**config.mk**
```make
export PLATFORM = sky130hd
export DESIGN_NAME = cache_way_select
export DESIGN_NICKNAME = d
export VERILOG_FILES = /design/src/design/cache_pkg.sv /design/src/design/cache_way_select.sv
export VERILOG_INCLUDE_DIRS = /design/src /design/src/include
export SDC_FILE = /design/constraint.sdc
export NUM_CORES = 1
export LEC_CHECK = 0
export ABC_CLOCK_PERIOD_IN_PS = 2900
export BUFFER_PORTS_ARGS = -buffer_cell sky130_fd_sc_hd__buf_2
export CELL_PAD_IN_SITES_DETAIL_PLACEMENT = 1
export CELL_PAD_IN_SITES_GLOBAL_PLACEMENT = 1
export CORE_AREA = 2 2 568 570
export CTS_CLUSTER_DIAMETER = 120
export DETAILED_ROUTE_END_ITERATION = 8
export DIE_AREA = 0 0 570 572
export HOLD_SLACK_MARGIN = 0.02
export MAX_ROUTING_LAYER = met4
export PLACE_DENSITY = 0.3
export SLEW_MARGIN = 40
export SYNTH_ARGS = -nofsm -noshare
export SYNTH_HDL_FRONTEND = slang
export SYNTH_SLANG_ARGS = --single-unit
```
**constraint.sdc**
```tcl
create_clock -name clk -period 2.9 [get_ports clk]
set_input_delay 0.58 -clock clk [delete_from_list [all_inputs] [get_ports clk]]
set_output_delay 0.58 -clock clk [all_outputs]
set_load 0.005 [all_outputs]
```
**src/include/cache_params.svh**
```systemverilog
// size macros for the two-way write-back cache
// included by the package and by every RTL block that sizes arrays or fields
`ifndef CACHE_PARAMS_SVH
`define CACHE_PARAMS_SVH

// byte address width
`define CACHE_ADDR_W 32

// byte offset inside a 32-byte line
`define CACHE_OFFSET_W 5

// set index for 8 sets
`define CACHE_INDEX_W 3

// two ways per set since the LRU is a single bit
`define CACHE_WAYS 2

// bytes per line with one byte enable each
`define CACHE_LINE_BYTES 32

`endif
```
**src/design/cache_pkg.sv**
```systemverilog
// shared field vectors, request, strobe and status structs
// and the controller state encoding of the cache
`default_nettype none

package cache_pkg;

    `include "cache_params.svh"

    // address fields
    typedef logic [`CACHE_ADDR_W-1:0] addr_t;
    typedef logic [`CACHE_ADDR_W-`CACHE_INDEX_W-`CACHE_OFFSET_W-1:0] tag_t;
    typedef logic [`CACHE_INDEX_W-1:0] index_t;

    // line payload and its byte mask
    typedef logic [`CACHE_LINE_BYTES*8-1:0] line_t;
    typedef logic [`CACHE_LINE_BYTES-1:0] byte_en_t;

    // one bit per way
    typedef logic [`CACHE_WAYS-1:0] way_mask_t;

    // cpu request as held by the latch
    typedef struct packed {
        addr_t    addr;
        line_t    wdata;
        byte_en_t be;
        logic     write;
    } cpu_req_t;

    // controller strobes shared by all ways
    typedef struct packed {
        logic compare_en;
        logic write_hit;
        logic fill;
    } way_ctrl_t;

    // per-way view of the addressed set
    typedef struct packed {
        logic  hit;
        logic  dirty;
        tag_t  tag;
        line_t data;
    } way_status_t;

    typedef enum logic [1:0] {
        ST_IDLE,
        ST_COMPARE,
        ST_WRITE_BACK,
        ST_FILL
    } cache_state_t;

endpackage

`default_nettype wire

```
**src/design/cache_way_select.sv**
```systemverilog
// combines the per-way results into hit and read data, LRU victim choice,
// victim dirty bit and the memory addresses for writeback and fill
`timescale 1ns/1ns
`default_nettype none

`include "cache_params.svh"

module cache_way_select import cache_pkg::*; (
    input  logic        clk,
    input  logic        reset_i,
    input  index_t      index_i,
    input  way_status_t status_i [`CACHE_WAYS],
    input  cpu_req_t    req_i,
    output way_mask_t   victim_o,
    output logic        hit_o,
    output logic        victim_dirty_o,
    output line_t       rdata_o,
    output addr_t       wb_addr_o,
    output line_t       wb_data_o,
    output addr_t       fill_addr_o
);

    localparam int SETS  = 2**`CACHE_INDEX_W;
    localparam int WAY_W = $clog2(`CACHE_WAYS);

    // one lru bit per set naming the way to evict
    logic [SETS-1:0]  lru_q;
    way_mask_t        hits;
    logic [WAY_W-1:0] hit_way;
    logic [WAY_W-1:0] victim_way;

    // collect hits and find the hitting way
    always_comb begin
        hits    = '0;
        hit_way = '0;
        for (int w = 0; w < `CACHE_WAYS; w++) begin
            hits[w] = status_i[w].hit;
            if (status_i[w].hit) begin
                hit_way = WAY_W'(w);
            end
        end
    end

    assign hit_o   = |hits;
    assign rdata_o = status_i[hit_way].data;

    // victim from the lru bit of this set
    assign victim_way     = lru_q[index_i];
    assign victim_o       = way_mask_t'(1) << victim_way;
    assign victim_dirty_o = status_i[victim_way].dirty;

    // writeback target rebuilt from the victim tag
    assign wb_addr_o = {status_i[victim_way].tag, index_i, {`CACHE_OFFSET_W{1'b0}}};
    assign wb_data_o = status_i[victim_way].data;

    // fill target is the request address with the offset dropped
    assign fill_addr_o = {req_i.addr[`CACHE_ADDR_W-1:`CACHE_OFFSET_W],
                          {`CACHE_OFFSET_W{1'b0}}};

    // on a hit the other way becomes the next victim
    always_ff @(posedge clk) begin
        if (reset_i) begin
            lru_q <= '0;
        end else if (hit_o) begin
            lru_q[index_i] <= ~hit_way;
        end
    end

    // a line lives in one way only
    a_single_hit: assert property (@(posedge clk) disable iff (reset_i)
        $onehot0(hits))
        else $error("more than one way hit");

endmodule

`default_nettype wire

```
# == Word-level counts from Yosys, hierarchy flattened ==
# Index checks and enable logic that the tools add are counted.
# totals
regBits,8
in_bits,890
# op_classes
n_mux,12
reduce_logical,2
n_bitwise,3
magnitude_cmp,4
n_shift,1
# ops
cell,n
281-bit 2-to-1 mux,3
256-bit 2-to-1 mux,3
8-bit bitwise mux,1
"2-bit >= comparator, second input constant",2
"3-bit by 4-bit < comparator with 1-bit output, second input constant",1
1-bit inverter with 2-bit output,2
1-bit binary-select mux with 3-bit select,1
1-bit demux with 3-bit select,1
"3-bit by 1-bit >= comparator with 1-bit output, second input constant",1
1-bit 2-to-1 mux,3
2-bit OR reduction,1
"1-bit by 1-bit << shifter with 2-bit output, first input constant",1
1-bit logical AND,1
1-bit inverter,1

# == Logic depth before layout (Yosys ltp) ==
# Gate-level depths: netlist (run 1).
# logic_depth
word_depth,6
depth_mapped,6
depth_no_buf,3

# == Worst setup path after synthesis (run 1) ==
# Ideal clock, no wire load.
# synth_path
kind,input port to output port
from,input port index_i[0]
to,output port wb_data_o[100]
t_required_ns,2.320
cell_stages,6
t_arrival_ns,1.946
setup_slack_ns,0.374
cell_sequence,buf_4 > mux2i_1 > mux4_2 > buf_6 > buf_6 > mux2_2
# synth_between
elab_chain_cells,6
# synth_rtl
item,line_no,text
"start, declared",cache_way_select.sv:11,"input index_t index_i,"
1-bit binary-select mux with 3-bit select,cache_way_select.sv:48,assign victim_way = lru_q[index_i];
1-bit 2-to-1 mux (implied by the code),cache_way_select.sv:48,
1-bit inverter with 2-bit output (implied by the code),cache_way_select.sv:54,assign wb_data_o = status_i[victim_way].data;
281-bit 2-to-1 mux (implied by the code) (3 in a row),cache_way_select.sv:54,
"end, declared",cache_way_select.sv:19,"output line_t wb_data_o,"
# No other way between the ends. The select of a mux whose other input is x is not followed.

# == Worst setup path after layout (run 1) ==
# layout_path
from,input port index_i[0]
to,output port wb_data_o[134]
# The elaborated chain is that of the path after synthesis.

==> out/summary.txt, run 1 <==
Largest net degree at the start of global routing = 45
Via count = 11670
Post-synthesis cell type count = 19
CTS Root Cell = clkbuf_16
Chip Width = 570 microns
Slew Viols, Final = 0
Syn_area_per_cell = 10.61 sq um
DR iter-0 viols = 312
Psw = 0.002363 W
Synth top area cells = mux2_2 (84%), buf_6 (4.7%), buf_4 (4.4%), dfxtp_1 (2.2%), clkbuf_1 (1.6%)
Failing checks = negative setup slack
Sequential-to-total area share from yosys stat = 2.221%
Syn Inst Count = 680
Max VDD drop = 0.0001266 V
FFs w/ async S/R, synth = 0%
Crit path max fanout = 14
Part of the cycle the worst path needs = 108.9%
Post-synth top area share = 83.85%
Vias in the first global route = 11980
Startpoint types = input pin
CTS tree = done
Sequential cell area = 160.2 sq um
Area occupied by multi-input gates = 6336 sq um
Fin area = 20060 sq um
Number of synthesized flops with an enable pin = 0
Area growth, synth to finish = 178.1%
Max reg flops = 8
Sw frac = 53.80%
WP data required = 2.32 ns
FF-to-FF path depth = 2
FF-to-FF setup slack = 2.17 ns
Hold Crit Class = flop to flop
Max Fclk = 0.3165 GHz
First-pass GRT wire length = 228.9 mm
Drc violations = 0
HPWL Detailed = 198.0 mm
Avg WL per Cell = 33.46 microns
Combinational share of power = 92.1%
GPL Wtd Cong = 0.9574
Setup TNS = -40.20 ns
CP endpoint kind = primary output
Sink Count = 8
Fillers = 38280
Clock buffer depth = 2
# Max-Cap Violations = 0
Largest area contributor in the netlist = mux2_2
Clock power share = 5.2%
Post-route ant nets = 0
H-tree depth = 1
Dpl cell area = 19060 sq um
Final wirelength = 205.1 mm
Sequential Power Share = 2.7%
Worst Skew = 0 ns
Fin crit period = 3.159 ns
Initial Util = 2.255%
Setup ws final = -0.2594 ns
P per Cell Area = 219.0 nW/um^2
Hold path endpoint = lru_q[7]
Status = finished with violations
Via density = 1.904
Register with the highest flop count = lru_q
# IOs = 1470
Hold Crit Depth = 2
Flops & latches, synth = 8
Die footprint = 326000 sq um
First-pass DRT Iterations = 4
CTS clk-pin slew, worst paths = 0.04 ns
RR Startpoint = lru_q[5]
Crit path DAT = 2.58 ns
Critical path class = input pin to primary output
NumNets Final = 2638
Clk_lat worst skew = 0.23 ns
Core footprint = 319800 sq um
P_int = 0.002029 W
GRT Total Usage = 12.33%
Hold wc startpoint = lru_q[7]
CTS Buf Count = 3
Unrepaired setup endpoints after global routing = true
PortBufs = 1111
Grt ovf = 0
Die height = 572 microns
Top flop regs = lru_q x8
Row count = 208
Leak = 7.708 nW
Most used DFF post-synth = dfxtp_1
Initial antenna violation count = 246
Fraction of layout cells with a size suffix above 1 = 97.48%
Final Hold Viols = 0
Synth Cell Area = 7212 sq um
RR Endpoint = lru_q[5]
Final setup fails = 278
Synthesis Warnings = 0
-- power groups by stage --
stage	Clock, W	Combinational, W	Sequential [W]
final	0.000228	0.00405	0.000118
after global routing	0.000236	0.00433	0.000119
after CTS	0.000228	0.00422	0.000118
after detailed placement	0	0.00410	0.000120
after global placement	0	0.00411	0.000120
after floorplan	0	0.00107	0.000119
-- final cells by class --
cell class | count | share of cell area [%]
clock buffers | 3 | 0.3743
inverters | 1 | 0.01872
repair buffers | 1159 | 38.70
well taps | 4200 | 26.20
flip-flops and latches | 8 | 0.7986
diodes | 185 | 2.308
multi-input cells | 575 | 31.59
-- worst max path at each step --
stage,cells past startpoint,slack (ns),startpoint,end
finish,7,-0.26,index_i[0],wb_data_o[134]
global route,7,-0.26,index_i[0],wb_data_o[95]
CTS,7,-0.26,index_i[0],wb_data_o[91]
detailed placement,7,-0.32,index_i[0],wb_data_o[222]
global placement,7,-0.34,index_i[0],wb_data_o[222]
floorplan,6,0.37,index_i[0],wb_data_o[100]
-- per-stage QoR --
stage | hold WS (ns) | total power [W] | util, % | cells | setup WS [ns]
detailed placement | 0.5218 | 0.004223 | 5.959 | 5939 | -0.3224
finish | 0.5256 | 0.004393 | 6.270 | 6131 | -0.2594
CTS | 0.5259 | 0.004563 | 6.092 | 5945 | -0.2565
global route | 0.5394 | 0.004687 | 6.249 | 6104 | -0.2647
global placement | 0.5014 | 0.004225 | 5.959 | 5939 | -0.3358
floorplan | 0.4916 | 0.001191 | - | 689 | 0.3737
-- placed cells by master (no fill, tap or decap), types with 4 or more instances in the layout --
cell,instances
buf_2,946
mux2_2,529
diode_2,185
buf_12,98
buf_4,62
clkbuf_4,23
buf_6,22
conb_1,10
mux2_4,8
a21oi_1,8
a311oi_1,8
dfxtp_1,8
mux2i_1,4
clkbuf_16,4
buf_16,4
-- metal layers --
metal | GRT usage [%] | wire, microns | up-vias
li1 | - | - | 4934
met2 | 17.51 | 81040 | 1079
met1 | 10.67 | 63320 | 5368
met4 | 3.667 | 9298 | 0
met3 | 13.43 | 51450 | 290
met5 | - | 0 | -
-- cell families after synthesis --
family | count (synthesis) | synth area share [%]
flip-flops | 8 | 2.221
AO/OA/AOI/OAI | 18 | 1.770
AND/OR/NAND/NOR | 5 | 0.3991
multiplexers | 542 | 84.72
other | 1 | 0.05200
buffers and inverters | 106 | 10.84
-- cells in the mapped netlist, types with 2 or more instances --
master and count:
a21oi_1 8, a311oi_1 8, buf_4 42, buf_6 30
clkbuf_1 31, dfxtp_1 8, mux2_2 537, mux2i_1 4
nor2b_1 2
-- worst max-delay path, stage by stage --
cell and delay (ns):
buf_8 0.13, mux2i_1 0.13, mux4_4 0.69, buf_12 0.20, buf_4 0.23, mux2_2 0.31, buf_4 0.20
-- what timing repair did --
action	CTS	global route
endpoints found under the setup margin	281	280
buffers inserted	1	0
resized for setup	92	32
pin swaps	0	0
hold buffers	0	0
gates cloned	2	1
Note: power is estimated with default switching activity, not from simulation.
==> run 2: changes to the inputs <==
- ABC_CLOCK_PERIOD_IN_PS: 2900 -> 3400
- clock period: 2.9 -> 3.4 ns (I/O delays scaled with it)
==> run 2 against run 1 <==
Effect of this change:
- the flow still finishes with violations (negative setup slack)
- non-clock buffer count down 1
- register-to-register slack better by 0.45 ns
- total power down 17%
- clock skew unchanged
- flip-flop and latch count unchanged
- hold slack worse by 0.0039 ns
- global-route usage about the same
- clock-buffer cell count unchanged
- sequential power down 14%
- sequential share of layout area about the same
- clock power down 13%
- critical endpoint unchanged
- largest power group unchanged
==> out/summary.txt, run 2 (synthesis gave the netlist of run 1 again) <==
Status = finished with violations (unchanged)
Failing checks = negative setup slack (unchanged)
Avg WL per Cell = 33.46 microns (about the same)
Setup ws final = -0.03391 ns (was -0.2594 ns)
CP Launch Point = index_i[0] (unchanged)
Slew HR = 60.77%
Clock buffer depth = 2 (unchanged)
Register with the highest flop count = lru_q (unchanged)
Most common cell after layout, fill and taps aside = buf_2 (unchanged)
Sequential Power Share = 2.8% (was 2.7%)
Slowest cell on crit path = mux4_4 (unchanged)
Grt met1 use = 10.62% (was 10.67%)
Psw = 0.002012 W (was 0.002363 W)
Leak = 7.506 nW (was 7.708 nW)
Busiest grt layer = met2 (unchanged)
HPWL Detailed = 197.3 mm (was 198.0 mm)
NumNets Final = 2637 (was 2638)
Via density = 1.903 (was 1.904)
CTS tree = done (unchanged)
CTS clk-pin slew, worst paths = 0.04 ns (about the same)
Die footprint = 326000 sq um (unchanged)
Top flop regs = lru_q x8 (unchanged)
Row count = 208 (unchanged)
Final setup fails = 7 (was 278)
Clock power share = 5.4% (was 5.2%)
Slew Viols, Final = 0 (unchanged)
Chip Width = 570 microns (unchanged)
CTS Buf Count = 3 (unchanged)
Crit path DAT = 2.75 ns (was 2.58 ns)
# Max-Cap Violations = 0 (unchanged)
Setup TNS = -0.08287 ns (was -40.20 ns)
Hold wc startpoint = lru_q[6] (was lru_q[7])
Fin crit period = 3.434 ns
Die height = 572 microns (unchanged)
WP data required = 2.72 ns (was 2.32 ns)
Sink Count = 8 (unchanged)
Most frequent cells in the layout = buf_2 (1022), mux2_2 (531), buf_12 (79) (was buf_2 (946), mux2_2 (529), buf_12 (98))
Final wirelength = 205.5 mm (was 205.1 mm)
Post-route ant nets = 0 (unchanged)
Worst hold slack = 0.5217 ns (was 0.5256 ns)
H-tree depth = 1 (unchanged)
Fraction of layout cells with a size suffix above 1 = 97.48% (about the same)
PortBufs = 1111 (unchanged)
# IOs = 1470 (unchanged)
Grt ovf = 0 (unchanged)
Initial antenna violation count = 241 (was 246)
Worst Skew = 0 ns (unchanged)
Unrepaired setup endpoints after global routing = true (unchanged)
Largest net degree at the start of global routing = 61 (was 45)
Final Hold Viols = 0 (unchanged)
Post-CTS Hold Fix Bufs = 0 (unchanged)
Initial Util = 2.255% (unchanged)
DR iter-0 viols = 410 (was 312)
Area growth, synth to finish = 171.1% (was 178.1%)
CTS Root Cell = clkbuf_16 (unchanged)
Part of the cycle the worst path needs = 101.0%
Core footprint = 319800 sq um (unchanged)
Drc violations = 0 (unchanged)
Clk_lat worst skew = 0.23 ns (about the same)
First-pass GRT wire length = 228.3 mm (was 228.9 mm)
Combinational share of power = 91.8% (was 92.1%)
Met2 usage = 17.17% (was 17.51%)
Via count = 11690 (was 11670)
Startpoint types = input pin (unchanged)
Max reg flops = 8 (unchanged)
Sw frac = 55.27% (was 53.80%)
Hold Crit Class = flop to flop (unchanged)
Dpl cells = 5936 (was 5939)
CP endpoint kind = primary output (unchanged)
Crit path max fanout = 19 (was 14)
P_int = 0.001628 W (was 0.002029 W)
Critical path class = input pin to primary output (unchanged)
Worst-margin pin slew = 0.5885 ns
CP cell instances = buf_2 -> mux2i_1 -> mux4_4 -> buf_12 -> buf_16 -> mux2_2 -> buf_4 (was buf_8 -> mux2i_1 -> mux4_4 -> buf_12 -> buf_4 -> mux2_2 -> buf_4)
Max Fclk = 0.2912 GHz
Largest stage delay, worst path = 0.67 ns (was 0.69 ns)
GR Layer Usage met3 = 13.66% (was 13.43%)
GRT Total Usage = 12.32% (was 12.33%)
Max VDD drop = 0.00007835 V (was 0.0001266 V)
First-pass DRT Iterations = 4 (unchanged)
RR Startpoint = lru_q[0] (was lru_q[5])
GPL Wtd Cong = 0.9433 (was 0.9574)
Layout Cells excl Fill = 6141 (was 6131)
Vias in the first global route = 11730 (was 11980)
P per Cell Area = 186.2 nW/um^2 (was 219.0 nW/um^2)
[run 2: cell types whose count changed in the layout (fill, tap and decap cells not counted), moves of 11 or more]
| cell | before | now |
|---|---|---|
| clkbuf_4 | 23 | 9 |
| diode_2 | 185 | 196 |
| buf_6 | 22 | 4 |
| buf_12 | 98 | 79 |
| buf_4 | 62 | 38 |
| buf_2 | 946 | 1022 |
[run 2: per-layer routing]
layer | up-vias | wire [microns]
li1 | 4938 | -
met1 | 5356 | 61750
met2 | 1106 | 80480
met3 | 289 | 53140
met4 | 0 | 10130
met5 | - | 0
[run 2: worst paths after layout]
check | endpoint | slack, ns | cells past startpoint
worst max register to register | lru_q[0] | 2.62 | 2
worst min-delay path | lru_q[6] | 0.52 | 2
worst min register to register | lru_q[6] | 0.52 | 2
worst max-delay path | wb_data_o[134] | -0.03 | 7
[run 2: area by class of cell]
class / instances / area, sq um
diodes: 196 / 490.5
clock buffers: 3 / 75.07
fillers: 38330 / 300300
inverters: 1 / 3.754
multi-input cells: 575 / 6329
flip-flops and latches: 8 / 160.2
well taps: 4200 / 5255
repair buffers: 1158 / 7242
[run 2: stage by stage]
stage,utilization [%],instance area [sq um],setup slack [ns],power [W]
2_1_floorplan,-,7246,0.6737,0.001016
3_3_place_gp,5.876,18790,-0.08115,0.003541
3_5_place_dp,5.876,18790,-0.07546,0.003537
4_1_cts,5.921,18940,-0.01591,0.003771
5_1_grt,6.079,19440,-0.02253,0.003891
6_report,6.114,19560,-0.03391,0.003641
[run 2: worst max-delay path, delay by kind of cell]
kind,cells,cell delay (ns)
buffers and inverters,4,0.81
muxes,3,1.13
[run 2: power by group through the flow]
stage,sequential (W),clock [W],combinational (W)
3_3_place_gp,0.000102,0,0.00344
5_1_grt,0.000101,0.000206,0.00358
6_report,0.000101,0.000198,0.00334
2_1_floorplan,0.000102,0,0.000914
4_1_cts,0.000101,0.000201,0.00347
3_5_place_dp,0.000102,0,0.00344
[run 2: what timing repair did]
item	in CTS	in global routing
endpoints found under the setup margin	29	77
setup buffers	2	0
gates cloned	1	3
resized for setup	10	19
==> run 3: changes to the inputs <==
- RECOVER_POWER: unset -> 100
==> run 3 against run 2 <==
Effect of this change:
- the run still ends with negative setup slack left
- design area is 2.1% lower
- non-clock buffer count is the same
- critical endpoint unchanged
- clock skew is the same
- global-route usage unchanged
- sequential power barely moved
- critical path depth did not move
- sequential share of layout area is essentially flat
- hold slack about the same
- wire length is essentially flat
- highest routed layer unchanged
- register-to-register slack got worse by 0.02 ns
- critical path type unchanged
- combinational power fell by 2%
- setup slack gained 0.021 ns
==> out/summary.txt, run 3 (synthesis gave the netlist of run 1 again) <==
Status = finished with violations (unchanged)
Failing checks = negative setup slack (unchanged)
DR iter-0 viols = 375 (was 410)
Register with the highest flop count = lru_q (unchanged)
NumNets Final = 2637 (unchanged)
PortBufs = 1111 (unchanged)
Hold Crit Depth = 2 (unchanged)
Largest net degree at the start of global routing = 61 (unchanged)
Unrepaired setup endpoints after global routing = true (unchanged)
CTS Buf Count = 3 (unchanged)
Drc violations = 0 (unchanged)
Most frequent cells in the layout = buf_2 (707), mux2_2 (474), clkbuf_1 (204) (was buf_2 (1022), mux2_2 (531), buf_12 (79))
Via count = 11760 (was 11690)
Fin area = 19140 sq um (was 19560 sq um)
Die height = 572 microns (unchanged)
Grt ovf = 0 (unchanged)
FF-to-FF setup slack = 2.60 ns (was 2.62 ns)
Die footprint = 326000 sq um (unchanged)
Slowest cell on crit path = mux4_4 (unchanged)
Slew HR = 37.40% (was 60.77%)
Dpl cells = 5936 (unchanged)
Crit path max fanout = 19 (unchanged)
P per Cell Area = 185.9 nW/um^2 (was 186.2 nW/um^2)
CTS Root Cell = clkbuf_16 (unchanged)
Layout Cells excl Fill = 6135 (was 6141)
Post-route ant nets = 0 (unchanged)
First-pass DRT Iterations = 4 (unchanged)
CP endpoint kind = primary output (unchanged)
Sink Count = 8 (unchanged)
GPL Wtd Cong = 0.9433 (unchanged)
Place WS = -0.07546 ns (unchanged)
Leak = 6.918 nW (was 7.506 nW)
Hold path endpoint = lru_q[6] (unchanged)
HPWL Detailed = 197.3 mm (unchanged)
Worst-margin pin slew = 0.9390 ns (was 0.5885 ns)
FF-to-FF path depth = 2 (unchanged)
H-tree depth = 1 (unchanged)
Largest stage delay, worst path = 0.67 ns (about the same)
CP cell instances = buf_2 -> mux2i_1 -> mux4_4 -> buf_12 -> buf_12 -> mux2_2 -> buf_4 (was buf_2 -> mux2i_1 -> mux4_4 -> buf_12 -> buf_16 -> mux2_2 -> buf_4)
Chip Width = 570 microns (unchanged)
Setup ws final = -0.01292 ns (was -0.03391 ns)
Crit path DAT = 2.73 ns (was 2.75 ns)
Final wirelength = 205.7 mm (was 205.5 mm)
Initial Util = 2.255% (unchanged)
Dpl cell area = 18790 sq um (unchanged)
Startpoint types = input pin (unchanged)
Post-CTS Hold Fix Bufs = 0 (unchanged)
Most common cell after layout, fill and taps aside = buf_2 (unchanged)
Final setup fails = 1 (was 7)
Top flop regs = lru_q x8 (unchanged)
Fillers = 38400 (was 38330)
# Max-Cap Violations = 0 (unchanged)
Clk_lat worst skew = 0.23 ns (about the same)
CTS clk-pin slew, worst paths = 0.04 ns (about the same)
Worst Skew = 0 ns (unchanged)
Fraction of layout cells with a size suffix above 1 = 82.41% (was 97.48%)
Core footprint = 319800 sq um (unchanged)
RR Endpoint = lru_q[0] (unchanged)
Fin crit period = 3.413 ns (was 3.434 ns)
Area growth, synth to finish = 165.4% (was 171.1%)
Row count = 208 (unchanged)
GRT Total Usage = 12.32% (unchanged)
WP data required = 2.72 ns (about the same)
Slew Viols, Final = 0 (unchanged)
Max reg flops = 8 (unchanged)
Critical path class = input pin to primary output (unchanged)
Worst hold slack = 0.5216 ns (was 0.5217 ns)
Hold wc startpoint = lru_q[6] (unchanged)
Hold Crit Class = flop to flop (unchanged)
Initial antenna violation count = 241 (unchanged)
Max Fclk = 0.2930 GHz (was 0.2912 GHz)
CTS tree = done (unchanged)
First-pass GRT wire length = 228.3 mm (unchanged)
RR Startpoint = lru_q[0] (unchanged)
Final Hold Viols = 0 (unchanged)
Avg WL per Cell = 33.52 microns (was 33.46 microns)
Via density = 1.916 (was 1.903)
Most frequent CP cell = buf_12
Part of the cycle the worst path needs = 100.4% (was 101.0%)
Clock buffer depth = 2 (unchanged)
Vias in the first global route = 11730 (unchanged)
Max VDD drop = 0.00007836 V (was 0.00007835 V)
# IOs = 1470 (unchanged)
run 3: power breakdown:
| part | internal (W) | total [W] | switching [W] |
|---|---|---|---|
| logic | 0.00129 | 0.00326 | 0.00197 |
| registers | 0.0000988 | 0.000101 | 0.00000229 |
| clock network | 0.000152 | 0.000198 | 0.0000461 |
| total | 0.00154 | 0.00356 | 0.00202 |
run 3: cell type report:
type | instances | area (sq um) | area share, %
clock buffer | 3 | 75.07 | 0.3923
inverter | 1 | 3.754 | 0.01961
multi-input combinational | 575 | 6329 | 33.07
timing repair buffer | 1158 | 6839 | 35.74
tap | 4200 | 5255 | 27.46
antenna | 190 | 475.5 | 2.484
sequential | 8 | 160.2 | 0.8369
run 3: stage by stage:
| step | util, % | total power, W | TNS, ns |
|---|---|---|---|
| floorplan | - | 0.001016 | 0 |
| global placement | 5.876 | 0.003541 | -1.359 |
| detailed placement | 5.876 | 0.003537 | -0.9277 |
| CTS | 5.921 | 0.003771 | -0.09007 |
| global route | 5.954 | 0.003810 | -0.4335 |
| finish | 5.983 | 0.003558 | -0.01292 |
run 3: what timing repair did:
item / in CTS / in global routing
endpoints found under the setup margin: 29 / 77
cloned: 1 / 3
resized for setup: 10 / 19
setup buffers: 2 / 0
run 3: how the worst max path moves through the flow:
stage / startpoint / end / cells past startpoint
after floorplan: index_i[0] / wb_data_o[100] / 6
after global placement: index_i[0] / wb_data_o[134] / 7
after detailed placement: index_i[0] / wb_data_o[134] / 7
after CTS: index_i[0] / wb_data_o[37] / 7
after global routing: index_i[0] / wb_addr_o[8] / 7
final: index_i[0] / wb_data_o[134] / 7
run 3: layer usage:
metal	track usage [%]	wire [microns]	vias to the layer above
li1	-	-	4932
met1	10.62	61150	5428
met2	17.17	80910	1133
met3	13.66	53810	263
met4	4.132	9785	0
met5	-	0	-
run 3: worst max-delay path, delay by kind of cell:
kind	cells	cell delay, ns
buffers and inverters	4	0.80
muxes	3	1.13
